### config.mk
export PLATFORM = sky130hd
export DESIGN_NAME = axi_id_serializer
export DESIGN_NICKNAME = d
export VERILOG_FILES = /design/src/hw/axi_lite_ch_pkg.sv /design/src/hw/ser_ctrl_pkg.sv /design/src/hw/id_fifo.sv /design/src/hw/txn_decode.sv /design/src/hw/atop_sequencer.sv /design/src/hw/id_restore.sv /design/src/hw/axi_id_serializer.sv
export SDC_FILE = /design/constraint.sdc
export NUM_CORES = 1
export LEC_CHECK = 0
export BUFFER_PORTS_ARGS = -buffer_cell sky130_fd_sc_hd__buf_2
export CAP_MARGIN = 15
export CORE_AREA = 2 2 105 107
export CTS_BUF_LIST = sky130_fd_sc_hd__clkbuf_4 sky130_fd_sc_hd__clkbuf_8
export CTS_CLUSTER_SIZE = 25
export DETAILED_ROUTE_END_ITERATION = 16
export DIE_AREA = 0 0 107 109
export HOLD_SLACK_MARGIN = 0.03
export PLACE_DENSITY = 0.64
export SLEW_MARGIN = 15
export SYNTH_ARGS = -nofsm -noshare
export SYNTH_HDL_FRONTEND = slang
export SYNTH_SLANG_ARGS = --single-unit
### constraint.sdc
create_clock -name clk_i -period 2.8 [get_ports clk_i]
set_input_delay 0.14 -clock clk_i [delete_from_list [all_inputs] [get_ports clk_i]]
set_output_delay 0.14 -clock clk_i [all_outputs]
set_load 0.01 [all_outputs]
### src/hw/axi_lite_ch_pkg.sv
package axi_lite_ch_pkg;

  // Widest ID the serializer can carry
  // The top level may use fewer bits
  localparam int unsigned ID_W = 4;

  // Address and read data widths
  localparam int unsigned ADDR_W = 32;
  localparam int unsigned DATA_W = 32;

  // Transaction ID as seen on the upstream side
  typedef logic [ID_W-1:0] id_t;

  // Byte address of an AW or AR beat
  typedef logic [ADDR_W-1:0] addr_t;

  // Read data of one R beat
  typedef logic [DATA_W-1:0] data_t;

  // Burst length of an AR beat, beats minus one
  typedef logic [7:0] len_t;

  // Atomic operation field of AW
  typedef logic [5:0] atop_t;

  // B and R response code
  typedef logic [1:0] resp_t;

  // Value of atop[5:4] for an ordinary write
  localparam logic [1:0] ATOP_NONE = 2'b00;

  // This atop bit set means the atomic also answers on R
  localparam int unsigned ATOP_R_RESP = 5;

endpackage

### src/hw/ser_ctrl_pkg.sv
package ser_ctrl_pkg;

  // Atomic sequencer states
  // Idle passes ordinary traffic
  // Drain waits for all outstanding responses, then sends the atomic AW
  // Execute waits for the atomic's own responses
  typedef enum logic [1:0] {
    SEQ_IDLE    = 2'b00,
    SEQ_DRAIN   = 2'b01,
    SEQ_EXECUTE = 2'b10
  } seq_state_e;

endpackage

### src/hw/id_fifo.sv
`timescale 1ns/1ps

module id_fifo #(
  parameter int unsigned Depth   = 4,
  parameter int unsigned IdWidth = 4
) (
  input  logic                    clk_i,
  input  logic                    arst_n_i,
  input  logic                    push_i,
  input  axi_lite_ch_pkg::id_t    data_i,
  input  logic                    pop_i,
  output axi_lite_ch_pkg::id_t    data_o,
  output logic                    full_o,
  output logic                    empty_o
);

  // Pointer and fill count widths
  localparam int unsigned PtrW = (Depth > 1) ? $clog2(Depth) : 1;
  localparam int unsigned CntW = $clog2(Depth + 1);

  typedef logic [PtrW-1:0]    ptr_t;
  typedef logic [CntW-1:0]    cnt_t;
  typedef logic [IdWidth-1:0] tag_t;

  // Storage holds only the used ID bits
  tag_t mem_q [Depth];

  ptr_t wr_ptr_q;
  ptr_t rd_ptr_q;
  cnt_t count_q;

  logic do_push;
  logic do_pop;

  // Overflow and underflow are ignored
  assign do_push = push_i & ~full_o;
  assign do_pop  = pop_i & ~empty_o;

  assign full_o  = (count_q == cnt_t'(Depth));
  assign empty_o = (count_q == '0);

  // Head entry only, a push never shows in the same cycle
  assign data_o = axi_lite_ch_pkg::id_t'(mem_q[rd_ptr_q]);

  always_ff @(posedge clk_i) begin
    if (do_push) begin
      mem_q[wr_ptr_q] <= data_i[IdWidth-1:0];
    end
  end

  always_ff @(posedge clk_i or negedge arst_n_i) begin
    if (!arst_n_i) begin
      wr_ptr_q <= '0;
      rd_ptr_q <= '0;
      count_q  <= '0;
    end else begin
      // Pointers wrap at Depth, which need not be a power of two
      if (do_push) begin
        wr_ptr_q <= (wr_ptr_q == ptr_t'(Depth - 1)) ? '0 : wr_ptr_q + 1'b1;
      end
      if (do_pop) begin
        rd_ptr_q <= (rd_ptr_q == ptr_t'(Depth - 1)) ? '0 : rd_ptr_q + 1'b1;
      end
      // Count moves only when exactly one side acts
      case ({do_push, do_pop})
        2'b10:   count_q <= count_q + 1'b1;
        2'b01:   count_q <= count_q - 1'b1;
        default: count_q <= count_q;
      endcase
    end
  end

endmodule

### src/hw/txn_decode.sv
`timescale 1ns/1ps

module txn_decode (
  // AW channel
  input  logic                       slv_aw_valid_i,
  input  axi_lite_ch_pkg::id_t       slv_aw_id_i,
  input  axi_lite_ch_pkg::atop_t     slv_aw_atop_i,
  input  logic                       mst_aw_ready_i,
  output logic                       mst_aw_valid_o,
  output logic                       slv_aw_ready_o,
  // AR channel
  input  logic                       slv_ar_valid_i,
  input  axi_lite_ch_pkg::id_t       slv_ar_id_i,
  input  logic                       mst_ar_ready_i,
  output logic                       mst_ar_valid_o,
  output logic                       slv_ar_ready_o,
  // Sequencer status
  input  ser_ctrl_pkg::seq_state_e   state_i,
  input  logic                       seq_leave_i,
  // Queue status
  input  logic                       rd_full_i,
  input  logic                       wr_full_i,
  input  logic                       rd_empty_i,
  input  logic                       wr_empty_i,
  // Queue pushes
  output logic                       rd_push_o,
  output logic                       wr_push_o,
  output axi_lite_ch_pkg::id_t       rd_push_id_o,
  output logic                       atop_seen_o
);

  logic pass;
  logic is_atop;
  logic drain_go;

  // Ordinary traffic flows in idle and in the last cycle of execute
  assign pass = (state_i == ser_ctrl_pkg::SEQ_IDLE) ||
                ((state_i == ser_ctrl_pkg::SEQ_EXECUTE) && seq_leave_i);

  // Any atop[5:4] other than none marks an atomic
  assign is_atop = (slv_aw_atop_i[5:4] != axi_lite_ch_pkg::ATOP_NONE);

  // Drain is complete once nothing is outstanding
  assign drain_go = (state_i == ser_ctrl_pkg::SEQ_DRAIN) & rd_empty_i & wr_empty_i;

  // Atomic waiting at the AW head while traffic flows
  assign atop_seen_o = pass & slv_aw_valid_i & is_atop;

  always_comb begin
    mst_aw_valid_o = 1'b0;
    slv_aw_ready_o = 1'b0;
    mst_ar_valid_o = 1'b0;
    slv_ar_ready_o = 1'b0;
    rd_push_o      = 1'b0;
    wr_push_o      = 1'b0;
    rd_push_id_o   = slv_ar_id_i;

    if (pass) begin
      // AR is held while the read queue has no room
      mst_ar_valid_o = slv_ar_valid_i & ~rd_full_i;
      slv_ar_ready_o = mst_ar_ready_i & ~rd_full_i;
      rd_push_o      = mst_ar_valid_o & mst_ar_ready_i;

      // Ordinary AW passes, an atomic AW is held here
      if (!is_atop) begin
        mst_aw_valid_o = slv_aw_valid_i & ~wr_full_i;
        slv_aw_ready_o = mst_aw_ready_i & ~wr_full_i;
        wr_push_o      = mst_aw_valid_o & mst_aw_ready_i;
      end
    end else if (drain_go) begin
      // Send the held atomic AW, both queues are empty
      mst_aw_valid_o = slv_aw_valid_i;
      slv_aw_ready_o = mst_aw_ready_i;
      wr_push_o      = mst_aw_valid_o & mst_aw_ready_i;
      // Atomic with read data also waits for an R burst
      if (slv_aw_atop_i[axi_lite_ch_pkg::ATOP_R_RESP]) begin
        rd_push_id_o = slv_aw_id_i;
        rd_push_o    = mst_aw_valid_o & mst_aw_ready_i;
      end
    end
  end

endmodule

### src/hw/atop_sequencer.sv
`timescale 1ns/1ps

module atop_sequencer (
  input  logic                       clk_i,
  input  logic                       arst_n_i,
  input  logic                       atop_seen_i,
  input  logic                       ar_busy_i,
  input  logic                       aw_hs_i,
  input  logic                       rd_empty_i,
  input  logic                       wr_empty_i,
  input  logic                       rd_pop_i,
  input  logic                       wr_pop_i,
  output ser_ctrl_pkg::seq_state_e   state_o,
  output logic                       seq_leave_o
);

  ser_ctrl_pkg::seq_state_e state_q;
  ser_ctrl_pkg::seq_state_e state_d;

  logic rd_done;
  logic wr_done;
  logic go_drain;

  // A queue is done when empty or losing its last entry now
  assign rd_done = rd_empty_i | rd_pop_i;
  assign wr_done = wr_empty_i | wr_pop_i;

  // Last atomic response leaves this cycle
  assign seq_leave_o = (state_q == ser_ctrl_pkg::SEQ_EXECUTE) & rd_done & wr_done;

  // An AR already offered downstream must complete first
  assign go_drain = atop_seen_i & ~ar_busy_i;

  always_comb begin
    state_d = state_q;
    case (state_q)
      ser_ctrl_pkg::SEQ_IDLE: begin
        if (go_drain) begin
          state_d = ser_ctrl_pkg::SEQ_DRAIN;
        end
      end
      ser_ctrl_pkg::SEQ_DRAIN: begin
        // Only the atomic AW can handshake in drain
        if (aw_hs_i) begin
          state_d = ser_ctrl_pkg::SEQ_EXECUTE;
        end
      end
      ser_ctrl_pkg::SEQ_EXECUTE: begin
        // Back to back atomics go straight to drain
        if (seq_leave_o) begin
          state_d = go_drain ? ser_ctrl_pkg::SEQ_DRAIN : ser_ctrl_pkg::SEQ_IDLE;
        end
      end
      default: state_d = ser_ctrl_pkg::SEQ_IDLE;
    endcase
  end

  always_ff @(posedge clk_i or negedge arst_n_i) begin
    if (!arst_n_i) begin
      state_q <= ser_ctrl_pkg::SEQ_IDLE;
    end else begin
      state_q <= state_d;
    end
  end

  assign state_o = state_q;

endmodule

### src/hw/id_restore.sv
`timescale 1ns/1ps

module id_restore #(
  parameter int unsigned MaxReadTxns  = 4,
  parameter int unsigned MaxWriteTxns = 4,
  parameter int unsigned IdWidth      = 4
) (
  input  logic                       clk_i,
  input  logic                       arst_n_i,
  // Queue pushes from decode
  input  logic                       rd_push_i,
  input  axi_lite_ch_pkg::id_t       rd_push_id_i,
  input  logic                       wr_push_i,
  input  axi_lite_ch_pkg::id_t       wr_push_id_i,
  // B channel
  input  logic                       mst_b_valid_i,
  input  axi_lite_ch_pkg::resp_t     mst_b_resp_i,
  input  logic                       slv_b_ready_i,
  output logic                       slv_b_valid_o,
  output axi_lite_ch_pkg::id_t       slv_b_id_o,
  output axi_lite_ch_pkg::resp_t     slv_b_resp_o,
  output logic                       mst_b_ready_o,
  // R channel
  input  logic                       mst_r_valid_i,
  input  axi_lite_ch_pkg::data_t     mst_r_data_i,
  input  logic                       mst_r_last_i,
  input  logic                       slv_r_ready_i,
  output logic                       slv_r_valid_o,
  output axi_lite_ch_pkg::id_t       slv_r_id_o,
  output axi_lite_ch_pkg::data_t     slv_r_data_o,
  output logic                       slv_r_last_o,
  output logic                       mst_r_ready_o,
  // Queue status
  output logic                       rd_full_o,
  output logic                       wr_full_o,
  output logic                       rd_empty_o,
  output logic                       wr_empty_o,
  output logic                       rd_pop_o,
  output logic                       wr_pop_o
);

  // B is only forwarded with an AW on record
  assign slv_b_valid_o = mst_b_valid_i & ~wr_empty_o;
  assign mst_b_ready_o = slv_b_ready_i & ~wr_empty_o;
  assign slv_b_resp_o  = mst_b_resp_i;

  // One B answers one AW
  assign wr_pop_o = slv_b_valid_o & slv_b_ready_i;

  // R is only forwarded with an AR on record
  assign slv_r_valid_o = mst_r_valid_i & ~rd_empty_o;
  assign mst_r_ready_o = slv_r_ready_i & ~rd_empty_o;
  assign slv_r_data_o  = mst_r_data_i;
  assign slv_r_last_o  = mst_r_last_i;

  // A read ID stays at the head for the whole burst
  assign rd_pop_o = slv_r_valid_o & slv_r_ready_i & mst_r_last_i;

  // Upstream IDs of reads, and of atomics that return data
  id_fifo #(
    .Depth   (MaxReadTxns),
    .IdWidth (IdWidth)
  ) i_rd_id_fifo (
    .clk_i    (clk_i),
    .arst_n_i (arst_n_i),
    .push_i   (rd_push_i),
    .data_i   (rd_push_id_i),
    .pop_i    (rd_pop_o),
    .data_o   (slv_r_id_o),
    .full_o   (rd_full_o),
    .empty_o  (rd_empty_o)
  );

  // Upstream IDs of writes, atomics included
  id_fifo #(
    .Depth   (MaxWriteTxns),
    .IdWidth (IdWidth)
  ) i_wr_id_fifo (
    .clk_i    (clk_i),
    .arst_n_i (arst_n_i),
    .push_i   (wr_push_i),
    .data_i   (wr_push_id_i),
    .pop_i    (wr_pop_o),
    .data_o   (slv_b_id_o),
    .full_o   (wr_full_o),
    .empty_o  (wr_empty_o)
  );

endmodule

### src/hw/axi_id_serializer.sv
`timescale 1ns/1ps

module axi_id_serializer #(
  parameter int unsigned MaxReadTxns  = 4,
  parameter int unsigned MaxWriteTxns = 4,
  parameter int unsigned IdWidth      = 4
) (
  input  logic                       clk_i,
  input  logic                       arst_n_i,
  // Upstream AW
  input  logic                       slv_aw_valid_i,
  input  axi_lite_ch_pkg::id_t       slv_aw_id_i,
  input  axi_lite_ch_pkg::addr_t     slv_aw_addr_i,
  input  axi_lite_ch_pkg::atop_t     slv_aw_atop_i,
  output logic                       slv_aw_ready_o,
  // Upstream AR
  input  logic                       slv_ar_valid_i,
  input  axi_lite_ch_pkg::id_t       slv_ar_id_i,
  input  axi_lite_ch_pkg::addr_t     slv_ar_addr_i,
  input  axi_lite_ch_pkg::len_t      slv_ar_len_i,
  output logic                       slv_ar_ready_o,
  // Upstream B
  output logic                       slv_b_valid_o,
  output axi_lite_ch_pkg::id_t       slv_b_id_o,
  output axi_lite_ch_pkg::resp_t     slv_b_resp_o,
  input  logic                       slv_b_ready_i,
  // Upstream R
  output logic                       slv_r_valid_o,
  output axi_lite_ch_pkg::id_t       slv_r_id_o,
  output axi_lite_ch_pkg::data_t     slv_r_data_o,
  output logic                       slv_r_last_o,
  input  logic                       slv_r_ready_i,
  // Downstream AW
  output logic                       mst_aw_valid_o,
  output axi_lite_ch_pkg::id_t       mst_aw_id_o,
  output axi_lite_ch_pkg::addr_t     mst_aw_addr_o,
  output axi_lite_ch_pkg::atop_t     mst_aw_atop_o,
  input  logic                       mst_aw_ready_i,
  // Downstream AR
  output logic                       mst_ar_valid_o,
  output axi_lite_ch_pkg::id_t       mst_ar_id_o,
  output axi_lite_ch_pkg::addr_t     mst_ar_addr_o,
  output axi_lite_ch_pkg::len_t      mst_ar_len_o,
  input  logic                       mst_ar_ready_i,
  // Downstream B, its ID is always zero and is not carried
  input  logic                       mst_b_valid_i,
  input  axi_lite_ch_pkg::resp_t     mst_b_resp_i,
  output logic                       mst_b_ready_o,
  // Downstream R, its ID is always zero and is not carried
  input  logic                       mst_r_valid_i,
  input  axi_lite_ch_pkg::data_t     mst_r_data_i,
  input  logic                       mst_r_last_i,
  output logic                       mst_r_ready_o
);

  // Queue traffic
  logic                     rd_push;
  logic                     wr_push;
  axi_lite_ch_pkg::id_t     rd_push_id;
  logic                     rd_pop;
  logic                     wr_pop;
  logic                     rd_full;
  logic                     wr_full;
  logic                     rd_empty;
  logic                     wr_empty;

  // Sequencer handshake
  ser_ctrl_pkg::seq_state_e state;
  logic                     seq_leave;
  logic                     atop_seen;
  logic                     aw_hs;
  logic                     ar_busy;

  // All downstream requests share ID zero
  assign mst_aw_id_o = '0;
  assign mst_ar_id_o = '0;

  // Payload fields go straight through
  assign mst_aw_addr_o = slv_aw_addr_i;
  assign mst_aw_atop_o = slv_aw_atop_i;
  assign mst_ar_addr_o = slv_ar_addr_i;
  assign mst_ar_len_o  = slv_ar_len_i;

  assign aw_hs = mst_aw_valid_o & mst_aw_ready_i;
  // AR offered downstream but not yet taken
  assign ar_busy = mst_ar_valid_o & ~mst_ar_ready_i;

  txn_decode i_txn_decode (
    .slv_aw_valid_i (slv_aw_valid_i),
    .slv_aw_id_i    (slv_aw_id_i),
    .slv_aw_atop_i  (slv_aw_atop_i),
    .mst_aw_ready_i (mst_aw_ready_i),
    .mst_aw_valid_o (mst_aw_valid_o),
    .slv_aw_ready_o (slv_aw_ready_o),
    .slv_ar_valid_i (slv_ar_valid_i),
    .slv_ar_id_i    (slv_ar_id_i),
    .mst_ar_ready_i (mst_ar_ready_i),
    .mst_ar_valid_o (mst_ar_valid_o),
    .slv_ar_ready_o (slv_ar_ready_o),
    .state_i        (state),
    .seq_leave_i    (seq_leave),
    .rd_full_i      (rd_full),
    .wr_full_i      (wr_full),
    .rd_empty_i     (rd_empty),
    .wr_empty_i     (wr_empty),
    .rd_push_o      (rd_push),
    .wr_push_o      (wr_push),
    .rd_push_id_o   (rd_push_id),
    .atop_seen_o    (atop_seen)
  );

  atop_sequencer i_atop_sequencer (
    .clk_i       (clk_i),
    .arst_n_i    (arst_n_i),
    .atop_seen_i (atop_seen),
    .ar_busy_i   (ar_busy),
    .aw_hs_i     (aw_hs),
    .rd_empty_i  (rd_empty),
    .wr_empty_i  (wr_empty),
    .rd_pop_i    (rd_pop),
    .wr_pop_i    (wr_pop),
    .state_o     (state),
    .seq_leave_o (seq_leave)
  );

  // Write queue always records the upstream AW ID
  id_restore #(
    .MaxReadTxns  (MaxReadTxns),
    .MaxWriteTxns (MaxWriteTxns),
    .IdWidth      (IdWidth)
  ) i_id_restore (
    .clk_i         (clk_i),
    .arst_n_i      (arst_n_i),
    .rd_push_i     (rd_push),
    .rd_push_id_i  (rd_push_id),
    .wr_push_i     (wr_push),
    .wr_push_id_i  (slv_aw_id_i),
    .mst_b_valid_i (mst_b_valid_i),
    .mst_b_resp_i  (mst_b_resp_i),
    .slv_b_ready_i (slv_b_ready_i),
    .slv_b_valid_o (slv_b_valid_o),
    .slv_b_id_o    (slv_b_id_o),
    .slv_b_resp_o  (slv_b_resp_o),
    .mst_b_ready_o (mst_b_ready_o),
    .mst_r_valid_i (mst_r_valid_i),
    .mst_r_data_i  (mst_r_data_i),
    .mst_r_last_i  (mst_r_last_i),
    .slv_r_ready_i (slv_r_ready_i),
    .slv_r_valid_o (slv_r_valid_o),
    .slv_r_id_o    (slv_r_id_o),
    .slv_r_data_o  (slv_r_data_o),
    .slv_r_last_o  (slv_r_last_o),
    .mst_r_ready_o (mst_r_ready_o),
    .rd_full_o     (rd_full),
    .wr_full_o     (wr_full),
    .rd_empty_o    (rd_empty),
    .wr_empty_o    (wr_empty),
    .rd_pop_o      (rd_pop),
    .wr_pop_o      (wr_pop)
  );

endmodule

## Word-level counts from Yosys, hierarchy flattened

Memories as Yosys holds them, arrays and structs flattened.
Index checks and enable logic that the tools add are counted.

| cells by class | value |
|---|---|
| add/sub/neg operators | 8 |
| equality and inequality tests | 15 |
| muxes and demuxes | 32 |
| bitwise operators | 35 |
| reduce and logical (&&, ||, !) cells | 9 |

Operators by type and width:

| kind | number |
|---|---|
| $and A1 B1 Y1 | 27 |
| $mux W1 | 19 |
| $eq A2 B2 Y1 const B | 7 |
| $mux W2 | 7 |
| $mux W4 | 3 |
| $pmux W3 S2 | 2 |
| $add A2 B1 Y2 const B | 4 |
| $add A3 B1 Y3 const B | 2 |
| $eq A2 B1 Y1 const B | 3 |
| $eq A3 B3 Y1 const B | 2 |
| $logic_not A3 Y1 | 2 |
| $not A1 Y1 | 6 |
| $pmux W2 S3 | 1 |
| $reduce_bool A2 Y1 | 3 |
| $sub A3 B1 Y3 const B | 2 |
| $ne A2 B2 Y1 const B | 2 |
| $reduce_and A3 Y1 | 1 |
| $logic_not A2 Y1 | 1 |
| $ne A2 B1 Y1 const B | 1 |
| $or A1 B1 Y1 | 2 |
| $logic_and A1 B1 Y1 | 1 |
| $logic_or A1 B1 Y1 | 1 |

| word-level totals | value |
|---|---|
| bits in registers | 16 |
| bits in writable memories | 32 |
| input port bits | 131 |
| output and inout bits | 137 |
| logic and storage cells | 108 |
| memories | 2 |

Memory list:

| name | words | width | read ports | clocked after memory_dff | wr ports | line | text |
|---|---|---|---|---|---|---|---|
| i_id_restore.i_rd_id_fifo.mem_q | 4 | 4 | 1 | 0 | 1 | id_fifo.sv:26 | `tag_t mem_q [Depth];` |
| i_id_restore.i_wr_id_fifo.mem_q | 4 | 4 | 1 | 0 | 1 | id_fifo.sv:26 |  |

## Logic depth before layout (Yosys ltp)

Gate-level depths: netlist of the first run.

| depth | value |
|---|---|
| depth in word-level cells | 17 |
| depth in mapped cells | 10 |
| mapped depth without buffers | 10 |

## Modules after synthesis

From an unflattened synthesis of the first run, not the netlist that was laid out.

| second synthesis, totals | value |
|---|---|
| cells, all modules | 286 |
| area, all modules | 3384.5 um^2 |

By module, submodules not included:

| module | instances | cells each | area an instance (um^2) | seq. area each (um^2) |
|---|---|---|---|---|
| id_fifo | 2 | 61 | 1058.5 | 655.6 |
| axi_id_serializer | 1 | 89 | 669.4 | 0.0 |
| id_restore | 1 | 41 | 311.5 | 0.0 |
| txn_decode | 1 | 23 | 177.7 | 0.0 |
| atop_sequencer | 1 | 11 | 108.9 | 50.0 |

## Least setup slack after synthesis of the first run

Ideal clock, no wire load.

| timing | value |
|---|---|
| path kind | register -> register |
| start point | register i_id_restore.i_rd_id_fifo.count_q[1] |
| end point | register i_id_restore.i_rd_id_fifo.count_q[1] |
| setup time | 83 ps |
| data arrival time | 2253 ps |
| data required time | 2717 ps |
| path slack | 464 ps |
| stages on the path, launching flop included | 9 |
| buffers on the path | 0 |
| period minus slack after synthesis | 2336 ps |
| cells stage by stage | dfrtp_1 or3_4 nor4_4 and3_1 a21oi_2 ha_1 inv_1 fa_1 o21ai_0 |

| between the ends | value |
|---|---|
| longest elaborated chain between the ends | 14 |
| elaborated cells on any way between the ends | 26 |
| classes of those cells | add/sub: 2; eq/ne: 3; mux: 3; bitwise: 14; reduce/logical: 4 |

RTL lines:

| item | line | text |
|---|---|---|
| start, declared | id_fifo.sv:30 | `cnt_t count_q;` |
| start signal, assigned | id_fifo.sv:66 | `2'b10: count_q <= count_q + 1'b1;` |
| start signal, assigned | id_fifo.sv:67 | `2'b01: count_q <= count_q - 1'b1;` |
| start signal, assigned | id_fifo.sv:68 | `default: count_q <= count_q;` |
| $logic_not A3 Y1 | id_fifo.sv:40 | `assign empty_o = (count_q == '0);` |
| $not A1 Y1 | id_fifo.sv:37, id_restore.sv:51 |  |
| $and A1 B1 Y1 | id_restore.sv:51 | `assign slv_r_valid_o = mst_r_valid_i & ~rd_empty_o;` |
| $and A1 B1 Y1 (2 in series) | id_restore.sv:57 | `assign rd_pop_o = slv_r_valid_o & slv_r_ready_i & mst_r_last_i;` |
| $or A1 B1 Y1 | atop_sequencer.sv:25 | `assign rd_done = rd_empty_i \| rd_pop_i;` |
| $and A1 B1 Y1 (2 in series) | atop_sequencer.sv:29 | `assign seq_leave_o = (state_q == ser_ctrl_pkg::SEQ_EXECUTE) & rd_done & wr_done;` |
| $logic_and A1 B1 Y1 | txn_decode.sv:38 | `((state_i == ser_ctrl_pkg::SEQ_EXECUTE) && seq_leave_i);` |
| $logic_or A1 B1 Y1 | txn_decode.sv:37 | `assign pass = (state_i == ser_ctrl_pkg::SEQ_IDLE) \|\|` |
| $mux W1 | txn_decode.sv:58 | `if (pass) begin` |
| $and A1 B1 Y1 | id_fifo.sv:36 | `assign do_push = push_i & ~full_o;` |
| $eq A2 B1 Y1 / $eq A2 B2 Y1 (equally long branches) | id_fifo.sv:65 | `case ({do_push, do_pop})` |
| $pmux W3 S2 / $reduce_bool A2 Y1 (equally long branches) | n/a |  |

Several ways; a longest one is shown, not always the timed one.
A chain may end at the register's enable or synchronous reset.

## Worst setup path in the final report of the first run

| timing | value |
|---|---|
| start point | register i_id_restore.i_rd_id_fifo.count_q[1] |
| end point | register i_id_restore.i_wr_id_fifo.count_q[2] |

| between the ends | value |
|---|---|
| longest elaborated chain between the ends | 14 |
| elaborated cells on any way between the ends | 19 |
| classes of those cells | eq/ne: 2; mux: 3; bitwise: 10; reduce/logical: 4 |

RTL lines:

| item | line |
|---|---|
| $logic_not A3 Y1 * | id_fifo.sv:40 |
| $not A1 Y1 | id_restore.sv:51 |
| $and A1 B1 Y1 | id_restore.sv:51 |
| $and A1 B1 Y1 (2 in series) | id_restore.sv:57 |
| $or A1 B1 Y1 | atop_sequencer.sv:25 |
| $and A1 B1 Y1 (2 in series) | atop_sequencer.sv:29 |
| $logic_and A1 B1 Y1 | txn_decode.sv:38 |
| $logic_or A1 B1 Y1 | txn_decode.sv:37 |
| $mux W1 * | txn_decode.sv:58 |
| $and A1 B1 Y1 * | id_fifo.sv:36 |
| $eq A2 B1 Y1 / $eq A2 B2 Y1 (equally long branches) | id_fifo.sv:65 |
| $pmux W3 S2 / $reduce_bool A2 Y1 (equally long branches) | n/a |
| end signal, assigned | id_fifo.sv:66 |
| end signal, assigned | id_fifo.sv:67 |
| end signal, assigned | id_fifo.sv:68 |
| end, declared | id_fifo.sv:30 |

Every way passes the cells marked *; elsewhere a longest branch is shown, timed or not.

==> results of run 1 <==
[flip-flops by register name (all words and copies together), names as in the netlist]
register,flops
i_id_restore.i_wr_id_fifo.rd_ptr_q,2
i_id_restore.i_rd_id_fifo.mem_q,16
i_id_restore.i_wr_id_fifo.mem_q,16
i_id_restore.i_wr_id_fifo.count_q,3
i_id_restore.i_rd_id_fifo.rd_ptr_q,2
i_id_restore.i_rd_id_fifo.count_q,3
i_atop_sequencer.state_o,2
i_id_restore.i_rd_id_fifo.wr_ptr_q,2
i_id_restore.i_wr_id_fifo.wr_ptr_q,2
[power groups by stage]
stage / logic, mW / registers, mW / clock network [mW]
final: 0.750 / 1.06 / 0.515
after global routing: 0.857 / 1.09 / 0.557
after CTS: 0.767 / 1.06 / 0.527
after detailed placement: 0.763 / 1.08 / 0
after global placement: 0.738 / 1.07 / 0
after floorplan: 0.772 / 1.00 / 0
[cells by family (layout without fill, tap and decap cells)]
family / after synthesis / count (layout) / synth area share (%)
muxes: 20 / 20 / 9.820
xor gates and xnor gates: 6 / 6 / 1.605
DFF: 48 / 48 / 41.57
and+or+nand+nor: 47 / 47 / 8.712
other: 1 / 8 / 0.1145
buffers and inverters: 137 / 63 / 29.58
adders and majority gates: 14 / 14 / 5.808
AOI/OAI and AO/OA: 11 / 11 / 2.790
[per-stage QoR]
stage / power (mW) / cells / utilization (%) / area [um^2]
2_1_floorplan: 1.773 / 291 / - / 3301
3_3_place_gp: 1.807 / 348 / 26.06 / 2763
3_5_place_dp: 1.843 / 348 / 26.06 / 2763
4_1_cts: 2.358 / 357 / 27.25 / 2889
5_1_grt: 2.503 / 357 / 27.25 / 2889
6_report: 2.324 / 357 / 27.25 / 2889
[critical path, delay by kind of cell, from the launching register on]
kind | cells | cell delay, ps
compound gates | 2 | 420
flops | 1 | 420
xor+xnor | 2 | 290
fa+ha+maj | 2 | 470
buf+inv | 1 | 70
simple gates | 3 | 720
[per-layer routing]
layer | GRT usage (%) | up-vias | wire length [um]
met5 | 0 | - | 0
met4 | 4.917 | 0 | 180
met3 | 4.901 | 32 | 534
met2 | 15.24 | 95 | 2585
li1 | - | 689 | -
met1 | 11.25 | 746 | 2231
[layout make-up]
cell class | instances | area, um^2
clock inverters | 3 | 47.55
repair buffers | 41 | 212.7
multi-input cells | 106 | 970.9
well taps | 140 | 175.2
fillers | 1096 | 7714
flip-flops and latches | 48 | 1361
inverters | 14 | 52.55
clock buffers | 5 | 68.82
[worst paths after layout]
| path | startpoint | endpoint | slack [ps] | depth (start not counted) |
|---|---|---|---|---|
| worst max-delay path | i_id_restore.i_rd_id_fifo.count_q[1] | i_id_restore.i_wr_id_fifo.count_q[2] | 290 | 10 |
| worst min register to register | i_id_restore.i_rd_id_fifo.count_q[0] | i_id_restore.i_rd_id_fifo.count_q[0] | 540 | 1 |
| worst max register to register | i_id_restore.i_rd_id_fifo.count_q[1] | i_id_restore.i_wr_id_fifo.count_q[2] | 290 | 10 |
| max in group asynchronous | arst_n_i | i_id_restore.i_wr_id_fifo.rd_ptr_q[0] | 2240 | 2 |
| worst min-delay path | slv_aw_id_i[1] | i_id_restore.i_wr_id_fifo.mem_q[3][1] | 70 | 1 |
| min in group asynchronous | arst_n_i | i_id_restore.i_wr_id_fifo.count_q[2] | 280 | 2 |
[cell usage after synthesis (all sizes together)]
cell type  count  share of area (%)
xnor2          2               0.54
and3           4               0.76
inv           14                1.6
clkbuf         2               0.23
nand4          1               0.19
xor2           4                1.1
o2111ai        1               0.27
nor2b          5               0.96
dfrtp         16                 12
nand3b         1               0.23
fa             2                1.2
nand3          4               0.61
o21ai          4               0.61
a21o           1               0.23
and2b          3               0.69
a2111o         1               0.34
conb           1               0.11
and2           4               0.76
edfxtp        32                 29
mux2i          1               0.31
a41oi          1               0.50
buf          121                 28
or3            2               0.69
a22o           1               0.31
nor2          10                1.1
nor3           3               0.46
a21oi          2               0.54
ha            12                4.6
mux4           8                5.5
nand2          8               0.92
nor4           2                1.3
mux2          11                4.0
[what timing repair did]
item | CTS | global route
gates resized for setup | 0 | 0
hold endpoints to repair | 16 | 0
hold buffers | 1 | 0
==> reports/results.ini, run 1 <==
[clocking]
cts_root_buf = clkbuf_8
clock_sinks = 48
clk_path_buf_depth = 2
cts_tree = done
path_clk_slew_ps = 90
insertion_delay_ps = 310
cts_buffers = 5
post-cts-setup-buffer-count = 0
h-tree-depth = 2

[synthesis]
ys_types = 33
ys_seq_area_share_pct = 41.57
synthCells = 284
yosysWarnings = 0
avgSynthCellArea_um2 = 11.53
synth_seq_cells = 48
synth_area_mm2 = 0.003274

[final_layout]
area_growth_syn_to_layout_pct = -11.77
drive_gt1_share_pct = 34.56
n_antenna_cell = 0
mostFrequentLayoutCells = buf_2 (39), edfxtp_1 (32), dfrtp_1 (16)
final_common_cell = buf_2
nets = 361

[power_and_ir_drop]
p_per_area_mw_per_mm2 = 804.6
power_frac_comb_pct = 32.3
ir_drop_mv = 0.2870
power.leakage_nw = 1.181
power.switching_uw = 773.3
p_sw_share_pct = 33.27
seqPwrFrac_pct = 45.5
p_int_mw = 1.551
clockPowerShare_pct = 22.2

[worst_setup_path]
crit_chain = or3_4 > a22o_2 > nor4_4 > a41oi_2 > ha_1 > inv_1 > fa_1 > xor2_1 > nor2_1 > xor2_1
cp.required_ps = 2990
critPathKind = flop to flop
crit_path_start_kind = flop
slowest_stage = or3_4
slowest_delay_ps = 430
cp_common_cell = xor2_1
crit_path_end_kind = flop
crit_fanout = 7
crit_arrival_ps = 2700

[grt]
track_usage_pct = 9.820
grt_pass1_vias = 1658
grt_pass1_wl_um = 8659
grt_start_max_net_pins = 17
grt-ovfl-total = 0
antenna_found_initial = 0

[sta]
skew_ps = 7.031
fin_tns_setup_ps = 0
drv_slew = 0
post-route-period-util_pct = 89.72
fmax_mhz = 398.1
hold_viol = 0
finalSetupViolations = 0
whs_ps = 69.36
fin_crit_ps = 2512
setup_ws_ps = 288.0
rsz0062_at_grt = false

[placement]
gp_congestion = 0.7545
hpwl_um = 4401
port_buffers = 39
post-place-ws_ps = 291.8

[floorplan]
die_w_um = 107
rows = 38
io_pins = 268
start_util_pct = 30.88
die_y_um = 109
die-area_mm2 = 0.01166
core_mm2 = 0.01060

[flow_run]
cap_violations = 0

[outcome]
status = completed

[detailed_routing]
first_iter_violations = 45
drt-vias-per-instance = 4.375
detail-route-antenna-nets = 0
wl_per_cell_um = 15.50
dr.pass1.iters = 4
drt-total-wl_um = 5532
drc_errors = 0
route.vias.total = 1562

[worst_hold_path]
worstHoldPathType = input pin to flop

Power figures use the tool's default switching activity.
==> inputs of run 2 (changes only) <==
--- a/config.mk
+++ b/config.mk
@@ -7,14 +7,15 @@
 export LEC_CHECK = 0
 export BUFFER_PORTS_ARGS = -buffer_cell sky130_fd_sc_hd__buf_2
 export CAP_MARGIN = 15
-export CORE_AREA = 2 2 105 107
+export CORE_AREA = 2 2 103 105
 export CTS_BUF_LIST = sky130_fd_sc_hd__clkbuf_4 sky130_fd_sc_hd__clkbuf_8
 export CTS_CLUSTER_SIZE = 25
 export DETAILED_ROUTE_END_ITERATION = 16
-export DIE_AREA = 0 0 107 109
+export DIE_AREA = 0 0 105 107
 export HOLD_SLACK_MARGIN = 0.03
-export PLACE_DENSITY = 0.64
+export PLACE_DENSITY = 0.67
 export SLEW_MARGIN = 15
 export SYNTH_ARGS = -nofsm -noshare
 export SYNTH_HDL_FRONTEND = slang
+export SYNTH_HIERARCHICAL = 1
 export SYNTH_SLANG_ARGS = --single-unit
==> run 2 against run 1 <==
Compared with the run above: register-to-register slack got worse by 260 ps; final cell count increased by 5.3%; critical path type unchanged; non-clock buffer count increased by 22; clock power decreased by 16%.
==> reports/results.ini, run 2 <==
[outcome]
status = completed  ; unchanged

[detailed_routing]
drt-total-wl_um = 5619  ; was 5532 um
first_iter_violations = 28  ; was 45
dr.pass1.iters = 4  ; unchanged
route.vias.total = 1625  ; was 1562
drt-vias-per-instance = 4.322  ; was 4.375
wl_per_cell_um = 14.94  ; was 15.50 um
drc_errors = 0  ; unchanged
detail-route-antenna-nets = 0  ; unchanged

[synthesis]
synthFlopType = edfxtp_1  ; unchanged
synth_area_mm2 = 0.003384  ; was 0.003274 mm^2
synth-async-reset-ratio_pct = 33.33  ; unchanged
ys_top_cells_by_area = edfxtp_1 (28%), buf_4 (27%), dfrtp_1 (12%)  ; was edfxtp_1 (29%), buf_4 (28%), dfrtp_1 (12%)
ys_seq_area_share_pct = 40.22  ; was 41.57%
synth_seq_cells = 48  ; unchanged
avgSynthCellArea_um2 = 11.83  ; was 11.53 um^2
yosys-top-cells-count = buf_4 (121), edfxtp_1 (32), dfrtp_1 (16)  ; unchanged
synthCells = 286  ; was 284
synth.most_common_cell = buf_4  ; unchanged
synth_edf_count = 32  ; unchanged
synth_top_area_share_pct = 28.39  ; was 29.35%
yosysTopAreaCell = edfxtp_1  ; unchanged
yosysWarnings = 6  ; was 0
ys_types = 41  ; was 33

[floorplan]
die_y_um = 107  ; was 109 um
io_pins = 268  ; unchanged
core_mm2 = 0.01009  ; was 0.01060 mm^2
die_w_um = 105  ; was 107 um
rows = 37  ; was 38
start_util_pct = 33.54  ; was 30.88%
die-area_mm2 = 0.01124  ; was 0.01166 mm^2

[power_and_ir_drop]
power_frac_comb_pct = 40.8  ; was 32.3%
seqPwrFrac_pct = 42.4  ; was 45.5%
clockPowerShare_pct = 16.8  ; was 22.2%
power.leakage_nw = 1.344  ; was 1.181 nW
power.switching_uw = 862.9  ; was 773.3 uW
ir_drop_mv = 0.3127  ; was 0.2870 mV
p_int_mw = 1.717  ; was 1.551 mW
p_sw_share_pct = 33.45  ; was 33.27%
p_per_area_mw_per_mm2 = 805.7  ; was 804.6 mW/mm^2

[grt]
met2_usage_pct = 14.33  ; was 15.24%
grt-ovfl-total = 0  ; unchanged
grt_start_max_net_pins = 17  ; unchanged
grt_use_met1_pct = 12.11  ; was 11.25%
grtUsageMet3_pct = 4.255  ; was 4.901%
grt_pass1_vias = 1606  ; was 1658
track_usage_pct = 9.883  ; was 9.820%
grt_pass1_wl_um = 8438  ; was 8659 um
antenna_found_initial = 0  ; unchanged
grt_busiest_layer = met2  ; unchanged

[sta]
fin_tns_setup_ps = 0  ; unchanged
hold_viol = 0  ; unchanged
post-route-period-util_pct = 99.10  ; was 89.72%
finalSetupViolations = 0  ; unchanged
rsz0062_at_grt = true  ; was false
skew_ps = 7.166  ; was 7.031 ps
drv_slew = 0  ; unchanged
fmax_mhz = 360.4  ; was 398.1 MHz
fin_crit_ps = 2775  ; was 2512 ps
whs_ps = 78.53  ; was 69.36 ps

[clocking]
clk_path_buf_depth = 2  ; unchanged
clock_sinks = 48  ; unchanged
insertion_delay_ps = 300  ; was 310 ps
cts_buffers = 5  ; unchanged
path_clk_slew_ps = 90  ; about the same
h-tree-depth = 2  ; unchanged
cts_tree = done  ; unchanged
cts_root_buf = clkbuf_8  ; unchanged

[worst_hold_path]
worstHoldPathType = input pin to flop  ; unchanged
hold_start = slv_aw_id_i[3]  ; was slv_aw_id_i[1]

[worst_setup_path]
crit_fanout = 3  ; was 7
slowest_delay_ps = 420  ; was 430 ps
crit_path_end_kind = flop  ; unchanged
crit_chain = nor3_4 > and4b_2 > o22ai_2 > nor3b_2 > nor2b_2 > o31ai_4 > nor2b_4 > nor2b_4 > inv_2 > ha_4 > inv_2 > fa_2 > xor2_1 > nor2_1 > xor2_1  ; was or3_4 > a22o_2 > nor4_4 > a41oi_2 > ha_1 > inv_1 > fa_1 > xor2_1 > nor2_1 > xor2_1
crit_arrival_ps = 3000  ; was 2700 ps
r2r-start = i_id_restore/i_rd_id_fifo/count_q[2]  ; was i_id_restore.i_rd_id_fifo.count_q[1]
slowest_stage = dfrtp_1  ; was or3_4
startpoint = i_id_restore/i_rd_id_fifo/count_q[2]  ; was i_id_restore.i_rd_id_fifo.count_q[1]
cp.required_ps = 3030  ; was 2990 ps
crit_path_start_kind = flop  ; unchanged
critPathKind = flop to flop  ; unchanged

[final_layout]
nets = 384  ; was 361
area_growth_syn_to_layout_pct = -5.397  ; was -11.77%
final_common_cell = buf_2  ; unchanged
drive_gt1_share_pct = 52.08  ; was 34.56%
largestRegisters = i_id_restore/i_rd_id_fifo/mem_q x16, i_id_restore/i_wr_id_fifo/mem_q x16  ; was i_id_restore.i_rd_id_fifo.mem_q x16, i_id_restore.i_wr_id_fifo.mem_q x16
mostFrequentLayoutCells = buf_2 (39), edfxtp_1 (32), buf_4 (23)  ; was buf_2 (39), edfxtp_1 (32), dfrtp_1 (16)
n_antenna_cell = 0  ; unchanged

[placement]
hpwl_um = 4268  ; was 4401 um
gp_congestion = 0.7807  ; was 0.7545
port_buffers = 39  ; unchanged

[flow_run]
cap_violations = 0  ; unchanged

run 2: cell types whose count changed in the layout (fill, tap and decap cells not counted), sizes merged, moves of 3 or more:
cell / before / now
buf: 40 / 62
and2: 4 / 13
nand2: 8 / 3
and3: 4 / 0
nand3: 4 / 0
nor2: 10 / 6
nor3b: 0 / 3
run 2: path summary, 6_finish.rpt:
check | to | slack [ps] | cells past startpoint
setup / recovery | i_id_restore/i_wr_id_fifo/count_q[2] | 30 | 15
hold / removal | i_id_restore/i_wr_id_fifo/mem_q[2][3] | 80 | 1
setup reg to reg | i_id_restore/i_wr_id_fifo/count_q[2] | 30 | 15
hold reg to reg | i_id_restore/i_wr_id_fifo/count_q[2] | 560 | 1
max in group asynchronous | i_id_restore/i_rd_id_fifo/count_q[0] | 2220 | 2
min in group asynchronous | i_atop_sequencer/state_o[1] | 280 | 2
run 2: cell families (layout without fill, tap and decap cells):
logic type | Yosys count | after routing | synth area share, %
DFF | 48 | 48 | 40.22
adders and majority gates | 14 | 14 | 5.619
buffers and inverters | 139 | 86 | 29.13
xor gates and xnor gates | 6 | 6 | 1.553
other | 1 | 8 | 0.1108
and+or+nand+nor | 49 | 49 | 11.31
AOI/OAI and AO/OA | 7 | 7 | 1.257
muxes | 22 | 22 | 10.79
run 2: metrics by stage:
| step | worst slack [ps] | instances | total power, mW | area [um^2] | utilization, % |
|---|---|---|---|---|---|
| floorplan | -23.98 | 293 | 1.954 | 3447 | - |
| global placement | 99.99 | 358 | 2.076 | 2988 | 29.61 |
| detailed placement | 18.29 | 358 | 2.107 | 2988 | 29.61 |
| CTS | 17.60 | 370 | 2.566 | 3131 | 31.02 |
| global route | -147.5 | 376 | 2.771 | 3202 | 31.73 |
| finish | 25.12 | 376 | 2.580 | 3202 | 31.73 |
run 2: final cells by class:
| class | instances | area (um^2) |
|---|---|---|
| clock inverters | 2 | 15.01 |
| clock buffers | 6 | 82.58 |
| well taps | 136 | 170.2 |
| flip-flops and latches | 48 | 1364 |
| repair buffers | 63 | 377.9 |
| inverters | 15 | 56.30 |
| multi-input cells | 106 | 1136 |
| fillers | 1045 | 6890 |
run 2: power groups by stage:
stage / clock network, mW / logic (mW) / registers, mW
2_1_floorplan: 0 / 0.899 / 1.06
3_3_place_gp: 0 / 0.981 / 1.10
3_5_place_dp: 0 / 1.00 / 1.11
4_1_cts: 0.454 / 1.02 / 1.09
5_1_grt: 0.483 / 1.16 / 1.12
6_report: 0.434 / 1.05 / 1.09
run 2: per-layer routing:
metal / part of all wire, % / vias to the layer above
met5: 0 / -
met4: 3.8 / 0
met3: 9.4 / 30
met2: 44 / 106
met1: 43 / 766
li1: - / 723
run 2: what timing repair did:
item                                   CTS  global route
hold buffers                             1             0
resized for setup                        3             6
pin swaps                                5            13
setup buffers                            3             6
endpoints found under the hold margin   16             0
setup endpoints to repair                1             4
run 2: critical path: cells and delay by family (launching register included):
kind	cells	cell delay (ps)
fa+ha+maj	2	490
buf+inv	2	100
flops	1	420
compound gates	2	280
simple gates	7	1100
xor+xnor	2	310
